===== src/source/gb_pkg.sv =====
// shared definitions for the console memory and io glue
// address map constants, interrupt numbering, cpu address union
`default_nettype none

package gb_pkg;

	typedef logic [15:0] addr_t;               // cpu or dma address
	typedef logic [7:0]  data_t;               // one data byte
	typedef logic [4:0]  irq_t;                // one bit per interrupt source

	// ------------------------------------------------------------------------
	// two views of one cpu address
	// ------------------------------------------------------------------------
	typedef struct packed {
		logic [7:0] page;                      // high byte, ff for the register page
		logic [7:0] offset;
	} page_view_t;

	typedef struct packed {
		logic [2:0]  region;                   // 11x is work ram and its echo
		logic        upper;                    // upper 4k, banked by svbk
		logic [11:0] offset;
	} wram_view_t;

	typedef union packed {
		page_view_t page_v;                    // hram and registers
		wram_view_t wram_v;                    // work ram and banks
	} cpu_addr_u;

	// address map
	localparam addr_t ADDR_P1        = 16'hFF00;
	localparam addr_t ADDR_IF        = 16'hFF0F;
	localparam addr_t ADDR_SVBK      = 16'hFF70;
	localparam addr_t ADDR_IE        = 16'hFFFF;
	localparam logic [7:0] PAGE_HRAM      = 8'hFF;   // ff80..fffe
	localparam logic [7:0] WRAM_LAST_PAGE = 8'hFD;   // e000..fdff echoes c000..ddff
	localparam logic [7:0] DMA_LAST_PAGE  = 8'hF1;   // dma source limit

	// interrupt numbering, lowest index wins
	localparam int IRQ_VBLANK = 0;
	localparam int IRQ_LCD    = 1;
	localparam int IRQ_TIMER  = 2;
	localparam int IRQ_SERIAL = 3;
	localparam int IRQ_JOYPAD = 4;
	localparam int IRQ_NUM    = 5;
	localparam data_t IRQ_VEC_BASE = 8'h40;     // + 8 * index

	localparam data_t OPEN_BUS = 8'hFF;         // unmapped reads

endpackage

`default_nettype wire


===== src/source/gb_irq_ctrl.sv =====
// interrupt controller
// ie and if registers, rising-edge capture of the sources,
// priority vector and clear when the acknowledge ends
`timescale 1ns/1ps
`default_nettype none

module gb_irq_ctrl (
	input  wire            clk_sys,
	input  wire            reset_ss,
	input  gb_pkg::irq_t   irq_src,
	input  wire            sel_if,
	input  wire            sel_ie,
	input  wire            cpu_rd,
	input  wire            cpu_wr,
	input  gb_pkg::data_t  cpu_do,
	input  wire            irq_ack,
	output logic           irq_n,
	output gb_pkg::data_t  irq_vec,
	output gb_pkg::data_t  irq_do
);
	import gb_pkg::*;

	irq_t ie_r;
	irq_t if_r;
	irq_t src_q;            // sync stage
	irq_t src_qq;           // edge reference
	irq_t if_set;
	irq_t pend;
	irq_t lowest;           // one-hot of the winning request
	irq_t ack_clr;
	logic ack_q;

	assign if_set  = src_q & ~src_qq;                  // low to high on a source
	assign pend    = ie_r & if_r;
	assign irq_n   = ~|pend;
	assign ack_clr = (ack_q & ~irq_ack) ? lowest : '0; // ack just ended

	// priority, lowest index first
	always_comb begin
		lowest  = '0;
		irq_vec = 8'h00;        // nothing pending
		for (int i = IRQ_NUM - 1; i >= 0; i--) begin
			if (pend[i]) begin
				lowest  = irq_t'(1) << i;
				irq_vec = IRQ_VEC_BASE + data_t'(8 * i);
			end
		end
	end

	// ------------------------------------------------------------------------
	// flag and enable registers
	// ------------------------------------------------------------------------
	always_ff @(posedge clk_sys) begin
		if (reset_ss) begin
			ie_r   <= '0;
			if_r   <= '0;
			src_q  <= '0;
			src_qq <= '0;
			ack_q  <= 1'b0;
		end else begin
			src_q  <= irq_src;
			src_qq <= src_q;
			ack_q  <= irq_ack;
			if (sel_ie && cpu_wr)
				ie_r <= cpu_do[4:0];
			if (sel_if && cpu_wr)
				if_r <= cpu_do[4:0];                   // cpu write overrides
			else
				if_r <= (if_r & ~ack_clr) | if_set;    // new edge beats the clear
		end
	end

	// read byte, unused bits float high in if
	always_ff @(posedge clk_sys) begin
		if (cpu_rd && (sel_if || sel_ie))
			irq_do <= sel_ie ? {3'b000, ie_r} : {3'b111, if_r};
	end

	// request line and vector agree with the enabled flags
	a_irq_n: assert property (@(posedge clk_sys) disable iff (reset_ss)
		(!irq_n == |(ie_r & if_r)) && (irq_n == (irq_vec == 8'h00)))
		else $error("irq_n does not match ie and if");

endmodule

`default_nettype wire


===== config.mk =====
export PLATFORM = sky130hd
export DESIGN_NAME = gb_irq_ctrl
export DESIGN_NICKNAME = d
export VERILOG_FILES = /design/src/source/gb_pkg.sv /design/src/source/gb_irq_ctrl.sv
export SDC_FILE = /design/constraint.sdc
export NUM_CORES = 1
export LEC_CHECK = 0
export ABC_AREA = 1
export BUFFER_PORTS_ARGS = -buffer_cell sky130_fd_sc_hd__buf_2
export CELL_PAD_IN_SITES_DETAIL_PLACEMENT = 0
export CELL_PAD_IN_SITES_GLOBAL_PLACEMENT = 1
export CORE_MARGIN = 10
export CORE_UTILIZATION = 35
export DETAILED_ROUTE_END_ITERATION = 6
export PLACE_DENSITY = 0.89
export SKIP_CTS_REPAIR_TIMING = 1
export SLEW_MARGIN = 20
export SYNTH_ARGS = -nofsm -noshare
export SYNTH_HDL_FRONTEND = slang
export SYNTH_SLANG_ARGS = --single-unit

===== constraint.sdc =====
create_clock -name clk_sys -period 1.1 [get_ports clk_sys]
set_input_delay 0.165 -clock clk_sys [delete_from_list [all_inputs] [get_ports clk_sys]]
set_output_delay 0.165 -clock clk_sys [all_outputs]
set_load 0.03 [all_outputs]

Word-level counts from Yosys, hierarchy flattened. Index checks and enable logic that the tools add are counted.

Flip-flop bits (word level): 29. Input bits: 20. Word-level logic and storage cells: 33.

Mux-type cells: 13. Bitwise operators: 8. Reductions and logical operators: 6.

Operator list (count): two-way mux 8 bit (5); two-way mux 5 bit (7); bitwise AND 5 bit (3); NOT 5 bit (2); two-way mux 7 bit (1); bitwise OR 5 bit (1); OR reduction 5 bit (1); logical AND 1 bit (3); bitwise AND 1 bit (1); logical NOT 1 bit (1); logical OR 1 bit (1); NOT 1 bit (1).

Depth between registers and ports, before layout.
Word-level depth: 11. Depth in mapped cells: 6. Gate-level depth less buffers: 6.

Worst setup path after synthesis. No wires, ideal clock.

Path type: register to output. From: register if_r[2]. To: output irq_vec[3]. Arrival time: 1193 ps. Required time: 935 ps. Setup slack: -258 ps. Stages on the path, launching flop included: 4. Buffers on the path: 0. Cells stage by stage: dfxtp_1 -> nand2_1 -> nand3_1 -> a21boi_0.

Word-level cells in the longest chain between the ends: 4.

Ends and longest elaborated chain: from (decl) (line gb_irq_ctrl.sv:24) `irq_t if_r;`; from (signal assigned) (line gb_irq_ctrl.sv:67) `if_r <= cpu_do[4:0];`; from (signal assigned) (line gb_irq_ctrl.sv:69) `if_r <= (if_r & ~ack_clr) | if_set;`; bitwise AND 5 bit (line gb_irq_ctrl.sv:34) `assign pend = ie_r & if_r;`; two-way mux 8 bit (3 in a row) (line gb_irq_ctrl.sv:43) `if (pend[i]) begin`; to (decl) (line gb_irq_ctrl.sv:18) `output gb_pkg::data_t irq_vec,`.

No other way between the ends.

Worst setup path after layout.
From: register ie_r[0]. To: output irq_n.

Word-level cells in the longest chain between the ends: 3.

Ends and longest elaborated chain: from (decl) (line gb_irq_ctrl.sv:23) `irq_t ie_r;`; from (signal assigned) (line gb_irq_ctrl.sv:65) `ie_r <= cpu_do[4:0];`; bitwise AND 5 bit (line gb_irq_ctrl.sv:34); OR reduction 5 bit (line gb_irq_ctrl.sv:35) `assign irq_n = ~|pend;`; logical NOT 1 bit (line gb_irq_ctrl.sv:35); to (decl) (line gb_irq_ctrl.sv:17) `output logic irq_n,`.

No other way between the ends.

==> impl_metrics.tcl <==
set metrics [dict create \
    path_clk_slew_ns 0.14 \
    cp-start-kind "register" \
    finalHoldViolCount 0 \
    grt_pass1_vias 933 \
    syn_inst 138 \
    syn-mean-instance-area_um2 8.09 \
    cts-root-buf "clkbuf_4" \
    critPathMaxFanout 4 \
    clkLatencyLatePin_ns 0.32 \
    drtAntennaViolNets 0 \
    vias_per_cell 4.18 \
    gr-total-overflow 0 \
    grt_setup_unrepaired "true" \
    fin_crit_sh_pct 124 \
    period_minus_slack_ns 1.37 \
    hold_class "primary input to register" \
    layout-drive-gt1-share_pct 41.6 \
    cp.required_ns 0.94 \
    drc 0 \
    track_usage_pct 8.08 \
    tritoncts "done" \
    synth_area_um2 1120 \
    synth_warnings 0 \
    arrival_ns 1.20 \
    setup-violations-final 9 \
    timing.final.max_slew_violations 0 \
    min-delay-start "irq_src[3]" \
    p_per_area_nw_per_um2 1290 \
    antenna_found_initial 0 \
    r2r-start "if_r[3]$_SDFF_PP0_" \
    htreeDepth 1 \
    hpwl_um 1810 \
    die_y_um 76.5 \
    fmax_mhz 732 \
    die_area_um2 5850 \
    rrSetupSlack_ns -0.01 \
    ys_seq_elements 27 \
    core_area_um2 3050 \
    synth-seq-area-share_pct 53.8 \
    fin_total_pwr_uw 1970 \
    io_buffers 29 \
    ioPinCount 37 \
    clkSinkCount 27 \
    max-cap-violations 0 \
    synth_cell_type_count 22 \
    cts_max_path_buffers 2 \
    pre_cts_ws_ns -0.0114 \
    violations "negative setup slack" \
    drt_iter0_markers 29 \
    post_drt_wl_per_cell_um 10.5 \
    crit_start "ie_r[0]$_SDFFE_PP0P_" \
    first_pass_iters 4 \
    grt_pass1_wl_um 4000 \
    crit_path_end_kind "primary output" \
    final_nets 199 \
    placementRows 20 \
    start_util_pct 36.6 \
    wirelength_um 2330 \
    grt_max_degree 17 \
    p_leak_uw 0.000745 \
    peakVddDrop_mv 0.878 \
    n_antenna_cell 0 \
    numCtsBuffers 3 \
    outcome "finished, violations left" \
    chipWidth_um 76.5 \
    setup_ws_ns -0.267 \
    via_count 927 \
    gp_congestion 0.774 \
    clock_skew_ns 0.00453 \
    syn2layout_area_growth_pct 37.0 \
    path_class "register to primary output" \
]
## sequential cells by signal (all words and copies together) (netlist names)
| register | count |
|---|---|
| ie_r | 5 |
| irq_do | 6 |
| src_qq | 5 |
| src_q | 5 |
| ack_q | 1 |
| if_r | 5 |
## cell families (layout without fill, tap and decap cells)
group | Yosys count | count (layout) | share of synthesized area [%]
other cells | 1 | 4 | 0.336
buf+inv | 27 | 64 | 11.3
simple gates | 59 | 59 | 23.0
flops | 27 | 27 | 53.8
compound gates | 24 | 24 | 11.5
## final timing paths
| kind | end | depth (start not counted) |
|---|---|---|
| setup / recovery | irq_n | 6 |
| hold / removal | src_q[3]$_SDFF_PP0_ | 3 |
| setup reg to reg | if_r[4]$_SDFF_PP0_ | 8 |
| hold reg to reg | src_qq[4]$_SDFF_PP0_ | 2 |
## through the flow
stage	area (um2)	hold slack [ns]	utilization [%]	TNS, ns	std cells
6_report	1530	0.0211	50.1	-1.31	222
3_5_place_dp	1340	0.371	43.9	-0.0114	214
4_1_cts	1370	0.00599	44.9	-1.79	218
5_1_grt	1530	0.000991	50.1	-2.07	222
2_1_floorplan	1140	0.237	-	-0.0568	141
3_3_place_gp	1340	0.363	43.9	0	214
## worst max-delay path, stage by stage (launching register included)
cell	delay [ns]
dfxtp_2	0.36
nand2_4	0.08
nand2_4	0.07
nor2_4	0.12
nand2_2	0.07
inv_2	0.05
buf_6	0.12
## synthesized netlist by cell type, drive strengths merged
| master | n | share of area [%] |
|---|---|---|
| nor2 | 29 | 11 |
| nand2 | 25 | 9.5 |
| dfxtp | 21 | 38 |
| inv | 19 | 6.4 |
| o21ai | 14 | 6.3 |
| a21oi | 8 | 3.9 |
| buf | 7 | 4.5 |
| edfxtp | 6 | 16 |
| nand3 | 3 | 1.8 |
| a21boi | 1 | 0.67 |
| clkinv | 1 | 0.45 |
| conb | 1 | 0.34 |
| nand4 | 1 | 0.56 |
| nor3 | 1 | 0.45 |
| o21a | 1 | 0.67 |
## cell usage in the layout (no fill, tap or decap), types with 2 or more instances in the layout
| cell type | count |
|---|---|
| a21oi_1 | 6 |
| a21oi_2 | 2 |
| buf_2 | 16 |
| buf_4 | 12 |
| buf_6 | 11 |
| clkbuf_4 | 3 |
| conb_1 | 4 |
| dfxtp_1 | 11 |
| dfxtp_2 | 10 |
| edfxtp_1 | 6 |
| inv_1 | 16 |
| inv_2 | 3 |
| nand2_1 | 15 |
| nand2_2 | 6 |
| nand2_4 | 4 |
| nand3_2 | 2 |
| nor2_1 | 27 |
| nor2_4 | 2 |
| o21ai_0 | 13 |
## final cells by class
cell class              instances  area [um2]
clock buffers                   3        22.5
clock inverters                 1        6.26
fillers                       309        1520
inverters                      20        76.3
multi-input cells              87         452
flip-flops and latches         27         613
well taps                      44        55.1
repair buffers                 40         304
## power breakdown
part           switching, uW  internal, uW  total (uW)
clock                    287           142         428
combinational            240           173         412
sequential              44.1          1090        1130
total                    570          1400        1970
## layer usage
layer	GRT usage [%]	wire length, um	vias to the layer above
met4	2.23	20	0
met1	8.14	1010	398
met5	0	0	-
met2	14.0	1110	25
li1	-	-	502
met3	4.48	193	2
Note: power is estimated with default switching activity, not from simulation.
