--- src/source/gb_pkg.sv ---
// shared definitions for the console memory and io glue
// address map constants, interrupt numbering, cpu address union
`default_nettype none

package gb_pkg;

	typedef logic [15:0] addr_t;               // cpu or dma address
	typedef logic [7:0]  data_t;               // one data byte
	typedef logic [4:0]  irq_t;                // one bit per interrupt source

	// ------------------------------------------------------------------------
	// two views of one cpu address
	// ------------------------------------------------------------------------
	typedef struct packed {
		logic [7:0] page;                      // high byte, ff for the register page
		logic [7:0] offset;
	} page_view_t;

	typedef struct packed {
		logic [2:0]  region;                   // 11x is work ram and its echo
		logic        upper;                    // upper 4k, banked by svbk
		logic [11:0] offset;
	} wram_view_t;

	typedef union packed {
		page_view_t page_v;                    // hram and registers
		wram_view_t wram_v;                    // work ram and banks
	} cpu_addr_u;

	// address map
	localparam addr_t ADDR_P1        = 16'hFF00;
	localparam addr_t ADDR_IF        = 16'hFF0F;
	localparam addr_t ADDR_SVBK      = 16'hFF70;
	localparam addr_t ADDR_IE        = 16'hFFFF;
	localparam logic [7:0] PAGE_HRAM      = 8'hFF;   // ff80..fffe
	localparam logic [7:0] WRAM_LAST_PAGE = 8'hFD;   // e000..fdff echoes c000..ddff
	localparam logic [7:0] DMA_LAST_PAGE  = 8'hF1;   // dma source limit

	// interrupt numbering, lowest index wins
	localparam int IRQ_VBLANK = 0;
	localparam int IRQ_LCD    = 1;
	localparam int IRQ_TIMER  = 2;
	localparam int IRQ_SERIAL = 3;
	localparam int IRQ_JOYPAD = 4;
	localparam int IRQ_NUM    = 5;
	localparam data_t IRQ_VEC_BASE = 8'h40;     // + 8 * index

	localparam data_t OPEN_BUS = 8'hFF;         // unmapped reads

endpackage

`default_nettype wire

--- src/source/gb_cpu_bus.sv ---
// cpu address decode into one-hot peer selects
// registered read select and read-return multiplexer with hold
`timescale 1ns/1ps
`default_nettype none

module gb_cpu_bus (
	input  wire            clk_sys,
	input  wire            reset_ss,
	input  gb_pkg::addr_t  cpu_addr,
	input  wire            cpu_rd,
	input  wire            irq_ack,
	input  wire            is_cgb,
	input  gb_pkg::data_t  irq_vec,
	input  gb_pkg::data_t  irq_do,
	input  gb_pkg::data_t  joy_do,
	input  gb_pkg::data_t  wram_do,
	input  gb_pkg::data_t  hram_do,
	input  gb_pkg::data_t  svbk_do,
	output logic           sel_p1,
	output logic           sel_if,
	output logic           sel_ie,
	output logic           sel_svbk,
	output logic           sel_wram,
	output logic           sel_hram,
	output gb_pkg::data_t  cpu_di
);
	import gb_pkg::*;

	cpu_addr_u ca;
	logic [4:0] sel_q;      // select of the read cycle
	logic rd_q;             // a read or ack result is due this cycle
	logic ack_q;
	data_t rd_byte;
	data_t hold_q;          // last result, shown between reads

	assign ca = cpu_addr;

	// ------------------------------------------------------------------------
	// decode
	// ------------------------------------------------------------------------
	assign sel_p1   = (cpu_addr == ADDR_P1);
	assign sel_if   = (cpu_addr == ADDR_IF);
	assign sel_ie   = (cpu_addr == ADDR_IE);
	assign sel_svbk = is_cgb && (cpu_addr == ADDR_SVBK);    // dmg reads open bus
	assign sel_wram = (ca.wram_v.region[2:1] == 2'b11) &&
	                  (ca.page_v.page <= WRAM_LAST_PAGE);    // c000..fdff incl. echo
	assign sel_hram = (ca.page_v.page == PAGE_HRAM) && ca.page_v.offset[7] &&
	                  (cpu_addr != ADDR_IE);

	always_ff @(posedge clk_sys) begin
		if (reset_ss) begin
			rd_q   <= 1'b0;
			ack_q  <= 1'b0;
			sel_q  <= '0;
			hold_q <= OPEN_BUS;
		end else begin
			rd_q  <= cpu_rd | irq_ack;
			ack_q <= irq_ack;
			sel_q <= cpu_rd ? {sel_p1, sel_if | sel_ie, sel_svbk, sel_wram, sel_hram}
			                : '0;
			if (rd_q)
				hold_q <= rd_byte;      // keep result until next read
		end
	end

	// return mux, one cycle after the read
	always_comb begin
		if (ack_q)             rd_byte = irq_vec;   // vector wins during ack
		else if (sel_q[4])     rd_byte = joy_do;
		else if (sel_q[3])     rd_byte = irq_do;
		else if (sel_q[2])     rd_byte = svbk_do;
		else if (sel_q[1])     rd_byte = wram_do;
		else if (sel_q[0])     rd_byte = hram_do;
		else                   rd_byte = OPEN_BUS;
	end

	assign cpu_di = rd_q ? rd_byte : hold_q;

	a_sel_onehot: assert property (@(posedge clk_sys) disable iff (reset_ss)
		$onehot0({sel_p1, sel_if, sel_ie, sel_svbk, sel_wram, sel_hram}))
		else $error("more than one peer selected");

endmodule

`default_nettype wire

--- config.mk ---
export PLATFORM = sky130hd
export DESIGN_NAME = gb_cpu_bus
export DESIGN_NICKNAME = d
export VERILOG_FILES = /design/src/source/gb_pkg.sv /design/src/source/gb_cpu_bus.sv
export SDC_FILE = /design/constraint.sdc
export NUM_CORES = 1
export LEC_CHECK = 0
export ABC_AREA = 0
export BUFFER_PORTS_ARGS = -buffer_cell sky130_fd_sc_hd__buf_2
export CAP_MARGIN = 20
export CORE_MARGIN = 2
export CORE_UTILIZATION = 44
export DETAILED_ROUTE_END_ITERATION = 8
export PLACE_DENSITY = 0.95
export SYNTH_ARGS = -nofsm -noshare
export SYNTH_HDL_FRONTEND = slang
export SYNTH_SLANG_ARGS = --single-unit
export TNS_END_PERCENT = 10
--- constraint.sdc ---
create_clock -name clk_sys -period 2.8 [get_ports clk_sys]
set_clock_uncertainty 0.15 [all_clocks]
set_input_delay 0.42 -clock clk_sys [delete_from_list [all_inputs] [get_ports clk_sys]]
set_output_delay 0.42 -clock clk_sys [all_outputs]
set_load 0.05 [all_outputs]
---- Yosys cells after proc, flatten, opt, wreduce, memory -nomap -nowiden ----
Index checks and enable logic that the tools add are counted.
word-level totals
  logic and storage cells ................. 27
  bits in registers ....................... 15
  input port bits ......................... 69
cells by class
  $lt $le $gt $ge ......................... 1
  muxes and demuxes ....................... 7
  bitwise logic cells ..................... 3
  reduce and logical (&&, ||, !) cells .... 5
  equality and inequality tests ........... 7
operators with widths
  operator              number
  $eq 16x16->1 const B  4
  $mux 8                7
  $ne 16x16->1 const B  1
  $eq 8x8->1 const B    1
  $le 8x8->1 const B    1
  $logic_and 1x1->1     4
  $eq 2x2->1 const B    1
  $or 1x1->1            2
  $reduce_or 2->1       1
  $not 1->1             1

---- Depth between registers and ports, before layout ----
  word-level depth ........................ 7
  gate-level depth with buffers ........... 6
  mapped depth without buffers ............ 4

---- Least setup slack after synthesis ----
No wires, ideal clock.
  kind .................................... input port to output port
  start ................................... in cpu_addr[14]
  end ..................................... out sel_svbk
  path slack .............................. 0.214 ns
  data required time ...................... 2.230 ns
  data arrival time ....................... 2.016 ns
  stages on the path ...................... 4
  path through ............................ and4_1 and3_2 nand2_2 nor3_1
between the ends
  longest elaborated chain between the ends .. 2
RTL lines
  item                RTL line          source
  start: declaration  gb_cpu_bus.sv:9   input gb_pkg::addr_t cpu_addr,
  $eq 16x16->1        gb_cpu_bus.sv:44  assign sel_svbk = is_cgb && (cpu_addr == ADDR_SVBK);
  $logic_and 1x1->1   gb_cpu_bus.sv:44
  end: declaration    gb_cpu_bus.sv:22  output logic sel_svbk,
Every way passes these cells.

---- Worst setup path in the final report ----
  start ................................... reg sel_q[1]
  end ..................................... out cpu_di[1]
between the ends
  longest elaborated chain between the ends .. 6
RTL lines
  item                      RTL line          source
  start: declaration        gb_cpu_bus.sv:30  logic [4:0] sel_q;
  start signal: assignment  gb_cpu_bus.sv:59  sel_q <= cpu_rd ? {sel_p1, sel_if | sel_ie, sel_svbk, sel_wram, sel_hram}
  $mux 8                    gb_cpu_bus.sv:72  else if (sel_q[1]) rd_byte = wram_do;
  $mux 8                    gb_cpu_bus.sv:71  else if (sel_q[2]) rd_byte = svbk_do;
  $mux 8                    gb_cpu_bus.sv:70  else if (sel_q[3]) rd_byte = irq_do;
  $mux 8                    gb_cpu_bus.sv:69  else if (sel_q[4]) rd_byte = joy_do;
  $mux 8                    gb_cpu_bus.sv:68  if (ack_q) rd_byte = irq_vec;
  $mux 8                    -
  end: declaration          gb_cpu_bus.sv:25  output gb_pkg::data_t cpu_di
Every way passes these cells.

==> reports/results.ini <==
[clock_tree]
clk_latency_ns = 0.29
cts_setup_buffers = 0
htree_num_levels = 1
clkSinkCount = 15
hold_buffers = 0
cts_root_buffer = clkbuf_4
cts_tree = done
path_clk_slew_ns = 0.08
cts_resized = 0
cts_buffers = 3
cts.path.max_buffers = 2

[final_layout]
drive_gt1_share_pct = 40.2
area_growth_pct = 34.2
fin_nets = 314
fin_util_pct = 63.5
antenna_cells = 0

[power]
ir_worst_vdd_v = 0.000350
share_comb_of_total_power_pct = 34.1
net-switching-power_uw = 199
p_per_area_mw_per_mm2 = 340
clkPwrFrac_pct = 22.2
power_frac_seq_pct = 43.7
switching_share_pct = 36.3
leakage_uw = 0.000883
internal_power_uw = 351

[logic_synthesis]
ys_warn_count = 0
yosysTopAreaCellShare_pct = 24.9
synth_cells = 168
synth_edf_count = 0
syn_area_mm2 = 0.00120
syn_area_per_cell_um2 = 7.17
async_flop_share_pct = 0
yosysSeqAreaShare_pct = 24.9
yosysMostFrequentCell = inv_1
synth_commonest_cells = inv_1, nand2_1, nor2_1, dfxtp_1
synth_area_leaders = dfxtp_1, inv_1, a221oi_1
synth_top_cell_by_area = dfxtp_1
synth.ff_latch_count = 15
syn_nets = 237
ys_types = 36
ys.flop_type = dfxtp_1

[die]
die_h_um = 56.3
core_area_mm2 = 0.00254
rows = 18
dieArea_mm2 = 0.00317
ioPinCount = 83
initial_utilization_pct = 47.3
die_w_um = 56.3

[place]
gp_congestion = 0.886
dp_worst_setup_slack_ns = 0.617
portBuffers = 82
hpwl_mm = 2.85

[routing]
drt_iter0_drc = 56
vias_per_cell = 5.50
drc = 0
dr.pass1.iters = 4
ant_nets = 0
wl_per_cell_um = 12.7
via_count = 1507
routed_wl_mm = 3.49

[hold_path]
min_path_type = input pin to register
holdPathStages = 3
hold_start = irq_ack
hold_end = ack_q

[sta]
worstMarginPinSlew_ns = 0.596
fmax_mhz = 401
period_minus_slack_ns = 2.49
setup_ws_ns = 0.308
rsz0062_at_grt = no
final_max_slew_viol_count = 0
fin_crit_sh_pct = 89.0
finalHoldViolCount = 0
max_slew_margin_pct = 60.2
setup_tns_ns = 0
holdWs_ns = 0.227
finalSetupViolations = 0

[critical_path]
worstPathRequired_ns = 2.23
cp-end-kind = output port
regToRegStartpoint = ack_q
cp_slowest_stage_delay_ns = 0.64
critPathKind = register to output port
critical_path.max_fanout = 16
reg2reg_slack_ns = 1.24
regToRegEndpoint = hold_q[1]
r2r_cells = 4
cp_cell_sequence = nor2_1 > a221oi_1 > o221ai_1 > o21ai_0 > buf_2
critPathLaunchType = register
critical_path.slowest_cell = dfxtp_1
arrival_ns = 1.92

[job]
maxCapViolations = 0

[status]
status = finished clean

[grt]
antenna_found_initial = 0
grt_pass1_vias = 1366
grt.total_usage_pct = 22.0
grt_overflow_total = 0
grt_max_degree = 25
grt_pass1_wl_mm = 5.66

[layout make-up]
| class | count | area, um2 |
|---|---|---|
| clock buffer | 3 | 22.5 |
| clock inverter | 1 | 5.00 |
| fill | 248 | 928 |
| inverter | 25 | 93.8 |
| multi-input combinational | 117 | 739 |
| sequential | 15 | 300 |
| tap | 30 | 37.5 |
| timing repair buffer | 83 | 418 |
[metrics by stage]
stage	power, uW	instance area (um2)	cells
after floorplan	356	1200	168
after global placement	428	1590	270
after detailed placement	433	1590	270
after CTS	555	1620	274
after global routing	582	1620	274
final	550	1620	274
[flip-flops by register name, summed over array words and instances (netlist names)]
signal  flops
hold_q      8
ack_q       1
rd_q        1
sel_q       5
[cells in the final DEF, fill, tap and decap left out, types with 2 or more instances in the layout]
cell type  instances
dfxtp_1           15
nand4_1            2
nor3b_1            2
o21ai_0            2
inv_1             25
o221ai_1           7
a221oi_2           5
clkbuf_4           3
nand2b_1           2
nand2_1           19
nor2b_1            2
nor3_1             3
a221oi_1           9
a21oi_1            9
a22oi_1            8
buf_2             82
and2_1             7
o21ai_1            7
nor2_1            18
[worst max-delay path: cells and delay by family, from the launching register on]
family          cells  cell delay [ns]
simple gates        1             0.10
compound gates      3             0.60
buf+inv             1             0.29
flops               1             0.64
[worst max path at each step]
| stage | start | end | slack, ns | cells after the start |
|---|---|---|---|---|
| global placement | sel_q[1] | cpu_di[1] | 0.69 | 5 |
| global route | sel_q[1] | cpu_di[6] | 0.08 | 5 |
| floorplan | cpu_addr[14] | sel_svbk | 0.21 | 4 |
| CTS | sel_q[1] | cpu_di[1] | 0.30 | 5 |
| finish | sel_q[1] | cpu_di[1] | 0.31 | 5 |
| detailed placement | sel_q[1] | cpu_di[1] | 0.62 | 5 |
[metal layers]
layer  vias up  routed length (um)  global-route usage, %
li1        753                   -                      -
met1       673                1280                   22.3
met2        78                1830                   43.7
met3         3                 364                   6.22
met4         0                  17                   4.76
met5         -                   0                      0
[power groups by stage]
stage / registers (uW) / logic, uW / clock network (uW)
2_1_floorplan: 235 / 121 / 0
3_5_place_dp: 245 / 188 / 0
3_3_place_gp: 244 / 184 / 0
5_1_grt: 242 / 206 / 133
6_report: 240 / 188 / 122
4_1_cts: 240 / 188 / 126
[kinds of logic after synthesis]
kind of cell    count (synthesis)  share of synthesized area (%)
simple gates                   65                           27.3
flops                          15                           24.9
buf+inv                        36                           13.7
compound gates                 52                           34.1
(Power assumes the default switching activity.)
