File: config.mk
export PLATFORM = sky130hd
export DESIGN_NAME = gb_joypad
export DESIGN_NICKNAME = d
export VERILOG_FILES = /design/src/source/gb_pkg.sv /design/src/source/gb_joypad.sv
export SDC_FILE = /design/constraint.sdc
export NUM_CORES = 1
export LEC_CHECK = 0
export ABC_AREA = 1
export CAP_MARGIN = 20
export CELL_PAD_IN_SITES_DETAIL_PLACEMENT = 0
export CELL_PAD_IN_SITES_GLOBAL_PLACEMENT = 2
export CORE_UTILIZATION = 33
export CTS_BUF_LIST = sky130_fd_sc_hd__clkbuf_4
export CTS_CLUSTER_SIZE = 16
export DETAILED_ROUTE_END_ITERATION = 8
export DONT_BUFFER_PORTS = 1
export PLACE_DENSITY = 0.83
export REMOVE_ABC_BUFFERS = 1
export SETUP_SLACK_MARGIN = 0.05
export SYNTH_ARGS = -nofsm -noshare
export SYNTH_HDL_FRONTEND = slang
export SYNTH_SLANG_ARGS = --single-unit
File: constraint.sdc
create_clock -name clk_sys -period 1.1 [get_ports clk_sys]
set_clock_uncertainty 0.15 [all_clocks]
set_input_delay 0.275 -clock clk_sys [delete_from_list [all_inputs] [get_ports clk_sys]]
set_output_delay 0.275 -clock clk_sys [all_outputs]
set_load 0.05 [all_outputs]
File: src/source/gb_pkg.sv
// shared definitions for the console memory and io glue
// address map constants, interrupt numbering, cpu address union
`default_nettype none

package gb_pkg;

	typedef logic [15:0] addr_t;               // cpu or dma address
	typedef logic [7:0]  data_t;               // one data byte
	typedef logic [4:0]  irq_t;                // one bit per interrupt source

	// ------------------------------------------------------------------------
	// two views of one cpu address
	// ------------------------------------------------------------------------
	typedef struct packed {
		logic [7:0] page;                      // high byte, ff for the register page
		logic [7:0] offset;
	} page_view_t;

	typedef struct packed {
		logic [2:0]  region;                   // 11x is work ram and its echo
		logic        upper;                    // upper 4k, banked by svbk
		logic [11:0] offset;
	} wram_view_t;

	typedef union packed {
		page_view_t page_v;                    // hram and registers
		wram_view_t wram_v;                    // work ram and banks
	} cpu_addr_u;

	// address map
	localparam addr_t ADDR_P1        = 16'hFF00;
	localparam addr_t ADDR_IF        = 16'hFF0F;
	localparam addr_t ADDR_SVBK      = 16'hFF70;
	localparam addr_t ADDR_IE        = 16'hFFFF;
	localparam logic [7:0] PAGE_HRAM      = 8'hFF;   // ff80..fffe
	localparam logic [7:0] WRAM_LAST_PAGE = 8'hFD;   // e000..fdff echoes c000..ddff
	localparam logic [7:0] DMA_LAST_PAGE  = 8'hF1;   // dma source limit

	// interrupt numbering, lowest index wins
	localparam int IRQ_VBLANK = 0;
	localparam int IRQ_LCD    = 1;
	localparam int IRQ_TIMER  = 2;
	localparam int IRQ_SERIAL = 3;
	localparam int IRQ_JOYPAD = 4;
	localparam int IRQ_NUM    = 5;
	localparam data_t IRQ_VEC_BASE = 8'h40;     // + 8 * index

	localparam data_t OPEN_BUS = 8'hFF;         // unmapped reads

endpackage

`default_nettype wire

File: src/source/gb_joypad.sv
// joypad p1 select register and read byte
// falling-edge interrupt request on the input lines
`timescale 1ns/1ps
`default_nettype none

module gb_joypad (
	input  wire            clk_sys,
	input  wire            reset_ss,
	input  wire            sel_p1,
	input  wire            cpu_wr,
	input  gb_pkg::data_t  cpu_do,
	input  wire [3:0]      joy_din,
	output logic [1:0]     joy_p54,
	output gb_pkg::data_t  joy_do,
	output logic           joy_irq
);
	logic [3:0] din_q;      // first sync stage
	logic [3:0] din_qq;     // previous sample

	always_ff @(posedge clk_sys) begin
		if (reset_ss) begin
			joy_p54 <= 2'b11;   // no row selected
			din_q   <= 4'hF;    // lines idle high
			din_qq  <= 4'hF;
		end else begin
			din_q  <= joy_din;
			din_qq <= din_q;
			if (sel_p1 && cpu_wr)
				joy_p54 <= cpu_do[5:4];
		end
	end

	always_ff @(posedge clk_sys) begin
		joy_do <= {2'b11, joy_p54, joy_din};
	end

	// one-cycle pulse, any line going low
	assign joy_irq = |(din_qq & ~din_q);

endmodule

`default_nettype wire

# Yosys cells after proc, flatten, opt, wreduce, memory -nomap -nowiden
# Cells that the tools add are included.
# classes
bitwise,2
n_reduce_logical,2
# op_table
operator,n
$and 4x4->4,1
$not 4->4,1
$reduce_or 4->1,1
$logic_and 1x1->1,1
# word_totals
reg_bits,16
inputBits,16
output_inout_bits,11
elab_cells,8

# Depth between registers and ports, before layout
# Gate-level depths: netlist of the first run.
# depth
depth_word,3
depth_mapped,5

# Least setup slack after synthesis of the first run
# OpenSTA, ideal clock, no wires.
# synth_timing
kind,register to output
from,register din_q[1]
to,output joy_irq
arrival_ns,0.787
t_required_ns,0.675
slack_ns,-0.112
stages_incl_launch_ff,6
path_cell_list,dfxtp_1 -> inv_1 -> nand2_1 -> nand2_1 -> inv_1 -> nand2_1
# synth_between
elab_chain_len,3
# synth_rtl
element,line,source
from (decl),gb_joypad.sv:17,logic [3:0] din_q;
from (signal assigned),gb_joypad.sv:26,din_q <= joy_din;
$not 4->4,gb_joypad.sv:38,assign joy_irq = |(din_qq & ~din_q);
$and 4x4->4,gb_joypad.sv:38,
$reduce_or 4->1,gb_joypad.sv:38,
to (decl),gb_joypad.sv:15,output logic joy_irq
# Every way passes these cells.

# Worst setup path after layout of the first run
# Ends and elaborated chain as after synthesis.

==> results.ini, run 1 <==
[logic_synthesis]
ys_seq_area_share_pct = 69.19
yosys-top-cells-area = dfxtp_1, nand2_1, inv_1, or2_1, nand3_1
synth_area_leader_cell = dfxtp_1
yosysUniqueCellTypes = 7
yosys.area.top_type_share_pct = 69.19
synthCells = 48
syn_area_per_cell_um2 = 9.645
ys_ff_latch = 16
syn_area_um2 = 462.9
yosysWarnings = 0

[placed_design]
dp.cells = 71
numPortBuffers = 0
gp_congestion = 0.6552
dpl_cell_area_um2 = 650.6
post-place-ws_ns = -0.03765

[power_and_ir_drop]
power_density_nw_per_um2 = 1521
power_report.internal_total_mw = 0.8571
vdd_drop_max_uv = 1019
seq_power_share_pct = 54.4
clockPowerShare_pct = 25.1
switching_share_pct = 26.15
pwr-share-comb_pct = 20.5
p_sw_mw = 0.3035
p_leak_nw = 0.3732

[floorplan]
io_pins = 27
core_area_um2 = 1301
rows = 13
fp.dieW_um = 39.46
start_util_pct = 35.58
dieArea_um2 = 1557
fp.dieH_um = 39.46

[routing]
viasPerCell = 3.951
drcViolationCount = 0
wirelength_um = 637
drtPass1Iterations = 3
drt_iter0_markers = 1
detail_route.wl_per_cell_um = 7.768
vias = 324
ant_nets = 0

[finish]
num_antenna_cells = 0
layout.nets = 84
fill_cells = 113
layout_commonest_cell = nand2_1
finalNonFillerCells = 82
stdcell_area_um2 = 763.2
most-common-layout-cells = nand2_1, dfxtp_2, buf_12
syn2layout_area_growth_pct = 64.86
drive_gt1_share_pct = 34.33

[timing]
rsz0062_at_grt = true
finalSetupViolations = 9
finalHoldViolCount = 0
maxSlewViolCount = 0
period_minus_slack_ns = 1.407
fmax_ghz = 0.7109
finalCritPeriodShare_pct = 127.9
holdWs_ns = 0.009911
setup_ws_ns = -0.3067

[global_routing]
grt_pass1_vias = 232
grt_max_degree = 10
antenna_found_initial = 0
grt_pass1_wl_um = 1014
overflow = 0
grtUsageTotal_pct = 9.869

[worst_setup_path]
arrival_ns = 0.98
path_cells = inv_1 -> nand2_1 -> nand2_1 -> inv_1 -> nand2_2 -> buf_12
worstPathRequired_ns = 0.67
critPathKind = register to output port
max_stage_delay_ns = 0.32
start_kind = register
worst_path_max_delay_cell = dfxtp_1
path_max_fanout = 2
worstSetupEndpointType = output port
worst-r2r-cell-count = 3

[clock_network]
cts_buffers = 3
cts_tree = built
h-tree-depth = 1
clkSlewWorstSetupHoldPaths_ns = 0.08
cts-root-buf = clkbuf_4
clock_latency_ns = 0.27
cts_sinks = 16
clock_path_buffers = 2

[hold_path]
hold_path_class = input port to register
hold_depth = 2

[status]
status = complete, but fails checks
violations = negative setup slack

[job]
drv_cap = 0

-- layer usage --
| metal | GRT usage [%] | up-vias | routed length, um |
|---|---|---|---|
| met5 | 0 | - | 0 |
| met4 | 5.172 | 0 | 5 |
| met3 | 3.977 | 2 | 42 |
| met1 | 12.28 | 136 | 286 |
| met2 | 14.34 | 12 | 303 |
| li1 | - | 174 | - |
-- cell usage after synthesis, drive strengths merged --
| cell | n |
|---|---|
| nand3 | 4 |
| or2 | 4 |
| dfxtp | 16 |
| buf | 2 |
| nand2 | 14 |
| inv | 7 |
| conb | 1 |
-- metrics by stage --
step / power, mW / util [%] / TNS (ns)
6_report: 1.161 / 58.65 / -0.9081
5_1_grt: 1.216 / 58.65 / -1.239
4_1_cts: 1.172 / 58.37 / -1.003
3_5_place_dp: 0.8551 / 50.00 / -0.03765
3_3_place_gp: 0.8540 / 50.00 / -0.03864
2_1_floorplan: 0.7520 / - / -0.1121
-- flip-flops by register name, summed over array words and instances (netlist names) --
signal and count:
din_q 4, joy_do 6, joy_p54 2, din_qq 4
-- power by group through the flow --
stage	logic [mW]	clock network, mW	registers [mW]
detailed placement	0.214	0	0.641
finish	0.238	0.291	0.632
CTS	0.238	0.303	0.631
global placement	0.214	0	0.640
floorplan	0.0573	0	0.695
global route	0.250	0.331	0.635
-- area by class of cell --
type | instances | area [um^2] | area share [%]
Clock buffer | 3 | 22.52 | 2.951
Tap cell | 15 | 18.77 | 2.459
Timing Repair Buffer | 16 | 252.7 | 33.11
Clock inverter | 1 | 3.754 | 0.4918
Inverter | 7 | 26.28 | 3.443
Sequential cell | 16 | 331.6 | 43.44
Multi-Input combinational cell | 24 | 107.6 | 14.10
-- timing repair --
action	4_1_cts	5_1_grt
setup endpoints to repair	9	13
hold buffers	7	0
endpoints found under the hold margin	10	0
buffers inserted	0	0
resized for setup	9	3
pin swaps	1	1
-- worst max-delay path: cells and delay by family, from the launching register on --
kind,cells,cell delay (ns)
AND/OR/NAND/NOR,3,0.16
flip-flops,1,0.32
buffers and inverters,3,0.23
-- cells by family (layout without fill, tap and decap cells) --
family | after synthesis | count (layout) | synth area share (%)
DFF | 16 | 16 | 69.19
and+or+nand+nor | 22 | 22 | 21.08
buffers and inverters | 9 | 27 | 8.919
other | 1 | 2 | 0.8100
-- path summary, 6_finish.rpt --
check / from / end / slack (ns)
worst min register to register: din_q[2] / din_qq[2] / 0.27
worst min-delay path: cpu_wr / joy_p54[0] / 0.01
worst max register to register: joy_p54[1] / joy_p54[1] / 0.25
worst max-delay path: din_q[1] / joy_irq / -0.31
No activity file was read; power rests on OpenSTA's default activity.
==> run 2: changes to the inputs <==
--- a/config.mk
+++ b/config.mk
@@ -9,12 +9,12 @@
 export CAP_MARGIN = 20
 export CELL_PAD_IN_SITES_DETAIL_PLACEMENT = 0
 export CELL_PAD_IN_SITES_GLOBAL_PLACEMENT = 2
-export CORE_UTILIZATION = 33
+export CORE_UTILIZATION = 29
 export CTS_BUF_LIST = sky130_fd_sc_hd__clkbuf_4
 export CTS_CLUSTER_SIZE = 16
 export DETAILED_ROUTE_END_ITERATION = 8
 export DONT_BUFFER_PORTS = 1
-export PLACE_DENSITY = 0.83
+export PLACE_DENSITY = 0.78
 export REMOVE_ABC_BUFFERS = 1
 export SETUP_SLACK_MARGIN = 0.05
 export SYNTH_ARGS = -nofsm -noshare
==> constraint.sdc (replaced) <==
create_clock -name clk_sys -period 1.24 [get_ports clk_sys]
set_clock_uncertainty 0.15 [all_clocks]
set_input_delay 0.31 -clock clk_sys [delete_from_list [all_inputs] [get_ports clk_sys]]
set_output_delay 0.31 -clock clk_sys [all_outputs]
set_load 0.05 [all_outputs]
==> run 2 against run 1 <==
Combinational power decreased by 20%. Die area up 13%. The run still ends with negative setup slack left. Sequential power is 12% lower. Clock power fell by 5%.
==> results.ini, run 2 (synthesis results as in run 1) <==
[floorplan]
dieArea_um2 = 1760  ; was 1557 um^2
rows = 14  ; was 13
core_area_um2 = 1506  ; was 1301 um^2
start_util_pct = 30.73  ; was 35.58%
fp.dieH_um = 41.96  ; was 39.46 um
fp.dieW_um = 41.96  ; was 39.46 um
io_pins = 27  ; unchanged

[finish]
fill_cells = 153  ; was 113
top_register = joy_do  ; unchanged
most-common-layout-cells = nand2_1, dfxtp_2, buf_8  ; was nand2_1, dfxtp_2, buf_12
largest_register_ff_count = 6  ; unchanged
layout_commonest_cell = nand2_1  ; unchanged
drive_gt1_share_pct = 41.54  ; was 34.33%
syn2layout_area_growth_pct = 51.89  ; was 64.86%
num_antenna_cells = 0  ; unchanged
reg_top3 = joy_do (6), din_q (4), din_qq (4)  ; unchanged
final-seq-area_um2 = 332.8  ; was 331.6 um^2
stdcell_area_um2 = 703.2  ; was 763.2 um^2
layout.nets = 82  ; was 84
multi_input_area_um2 = 107.6  ; unchanged

[worst_setup_path]
arrival_ns = 1.01  ; was 0.98 ns
path_max_fanout = 2  ; unchanged
worst-r2r-setup-slack_ns = 0.36  ; was 0.25 ns
worstPathRequired_ns = 0.78  ; was 0.67 ns
cp_common_cell = nand2_1
max_stage_delay_ns = 0.30  ; was 0.32 ns
worst_path_max_delay_cell = dfxtp_1  ; unchanged
regToRegEndpoint = joy_p54[1]  ; unchanged
cp-startpoint = din_q[0]  ; was din_q[1]
worstSetupEndpointType = output port  ; unchanged
start_kind = register  ; unchanged
critPathKind = register to output port  ; unchanged
rr_startpoint = joy_p54[1]  ; unchanged
setup.worst_path.end = joy_irq  ; unchanged
worst-r2r-cell-count = 3  ; unchanged
path_cells = inv_1 -> nand2_1 -> nand2_1 -> inv_2 -> nand2_2 -> buf_12  ; was inv_1 -> nand2_1 -> nand2_1 -> inv_1 -> nand2_2 -> buf_12

[routing]
wirelength_um = 727  ; was 637 um
detail_route.wl_per_cell_um = 8.975  ; was 7.768 um
drt_iter0_markers = 0  ; was 1
viasPerCell = 4.000  ; was 3.951
drtPass1Iterations = 1  ; was 3
drcViolationCount = 0  ; unchanged
ant_nets = 0  ; unchanged
vias = 324  ; unchanged

[global_routing]
grt_pass1_vias = 298  ; was 232
antenna_found_initial = 0  ; unchanged
overflow = 0  ; unchanged
grt_pass1_wl_um = 1193  ; was 1014 um
grtUsageTotal_pct = 10.01  ; was 9.869%
grt_max_degree = 10  ; unchanged

[placed_design]
numPortBuffers = 0  ; unchanged
dpl_cell_area_um2 = 551.8  ; was 650.6 um^2
post-place-ws_ns = 0.06650  ; was -0.03765 ns
dpl.hpwl_um = 483.7
gp_congestion = 0.6076  ; was 0.6552

[timing]
period_minus_slack_ns = 1.468
finalSetupViolations = 2  ; was 9
setup_ws_ns = -0.2276  ; was -0.3067 ns
maxSlewViolCount = 0  ; unchanged
fmax_ghz = 0.6814
rsz0062_at_grt = true  ; unchanged
finalHoldViolCount = 0  ; unchanged
finalCritPeriodShare_pct = 118.4

[clock_network]
clock_path_buffers = 2  ; unchanged
h-tree-depth = 1  ; unchanged
cts-root-buf = clkbuf_4  ; unchanged
cts_tree = built  ; unchanged
cts_buffers = 3  ; unchanged
cts_sinks = 16  ; unchanged
clkSlewWorstSetupHoldPaths_ns = 0.08  ; about the same
cts_setup_buffers = 0  ; unchanged
clock_latency_ns = 0.29  ; was 0.27 ns

[job]
drv_cap = 0  ; unchanged

[power_and_ir_drop]
vdd_drop_max_uv = 760.1  ; was 1019 uV
power_density_nw_per_um2 = 1456  ; was 1521 nW/um^2
p_leak_nw = 0.3328  ; was 0.3732 nW

[status]
status = complete, but fails checks  ; unchanged
violations = negative setup slack  ; unchanged

[hold_path]
hold_path_class = input port to register  ; unchanged

-- run 2: worst min-delay path by stage --
stage / start / end / slack (ns) / depth (start not counted)
floorplan: joy_din[0] / joy_do[0] / 0.19 / 0
global placement: joy_din[1] / joy_do[1] / 0.19 / 0
detailed placement: joy_din[0] / joy_do[0] / 0.19 / 0
CTS: cpu_do[4] / joy_p54[0] / 0.03 / 2
global route: cpu_do[5] / joy_p54[1] / 0.05 / 2
finish: cpu_do[4] / joy_p54[0] / 0.03 / 2
-- run 2: worst max-delay path: cells and delay by family (launching register included) --
kind	cells	cell delay [ns]
AND/OR/NAND/NOR	3	0.19
flip-flops	1	0.30
buffers and inverters	3	0.23
-- run 2: final cells by class --
class                           count  share of cell area [%]
Timing Repair Buffer               14                   27.05
Multi-Input combinational cell     24                   15.30
Clock inverter                      1                  0.5338
Sequential cell                    16                   47.33
Tap cell                           16                   2.847
Inverter                            7                   3.737
Clock buffer                        3                   3.203
-- run 2: report_power, final --
part	total (mW)	switching (mW)	leakage [nW]	internal (mW)
Sequential	0.558	0.0133	0.132	0.545
Clock	0.276	0.159	0.0154	0.117
Combinational	0.190	0.112	0.186	0.0778
Total	1.02	0.284	0.333	0.740
-- run 2: what timing repair did --
item	4_1_cts	5_1_grt
pin swaps	0	1
gates resized for setup	25	6
endpoints found under the setup margin	9	9
hold endpoints to repair	8	0
hold buffers	5	0
-- run 2: stage by stage --
stage / utilization (%) / cells / power (mW) / hold slack [ns] / setup TNS, ns
2_1_floorplan: - / 47 / 0.6671 / 0.1877 / -0.007140
3_3_place_gp: 36.63 / 72 / 0.7116 / 0.1878 / 0
3_5_place_dp: 36.63 / 72 / 0.7129 / 0.1878 / 0
4_1_cts: 46.51 / 81 / 1.031 / 0.03044 / -0.2502
5_1_grt: 46.68 / 81 / 1.069 / 0.04554 / -0.4695
6_report: 46.68 / 81 / 1.024 / 0.02867 / -0.2295
-- run 2: metal layers --
layer / track usage (%) / share of wire, %
met1: 8.791 / 37
met2: 15.31 / 50
met3: 7.391 / 9.9
met4: 7.742 / 3.2
met5: 0 / 0
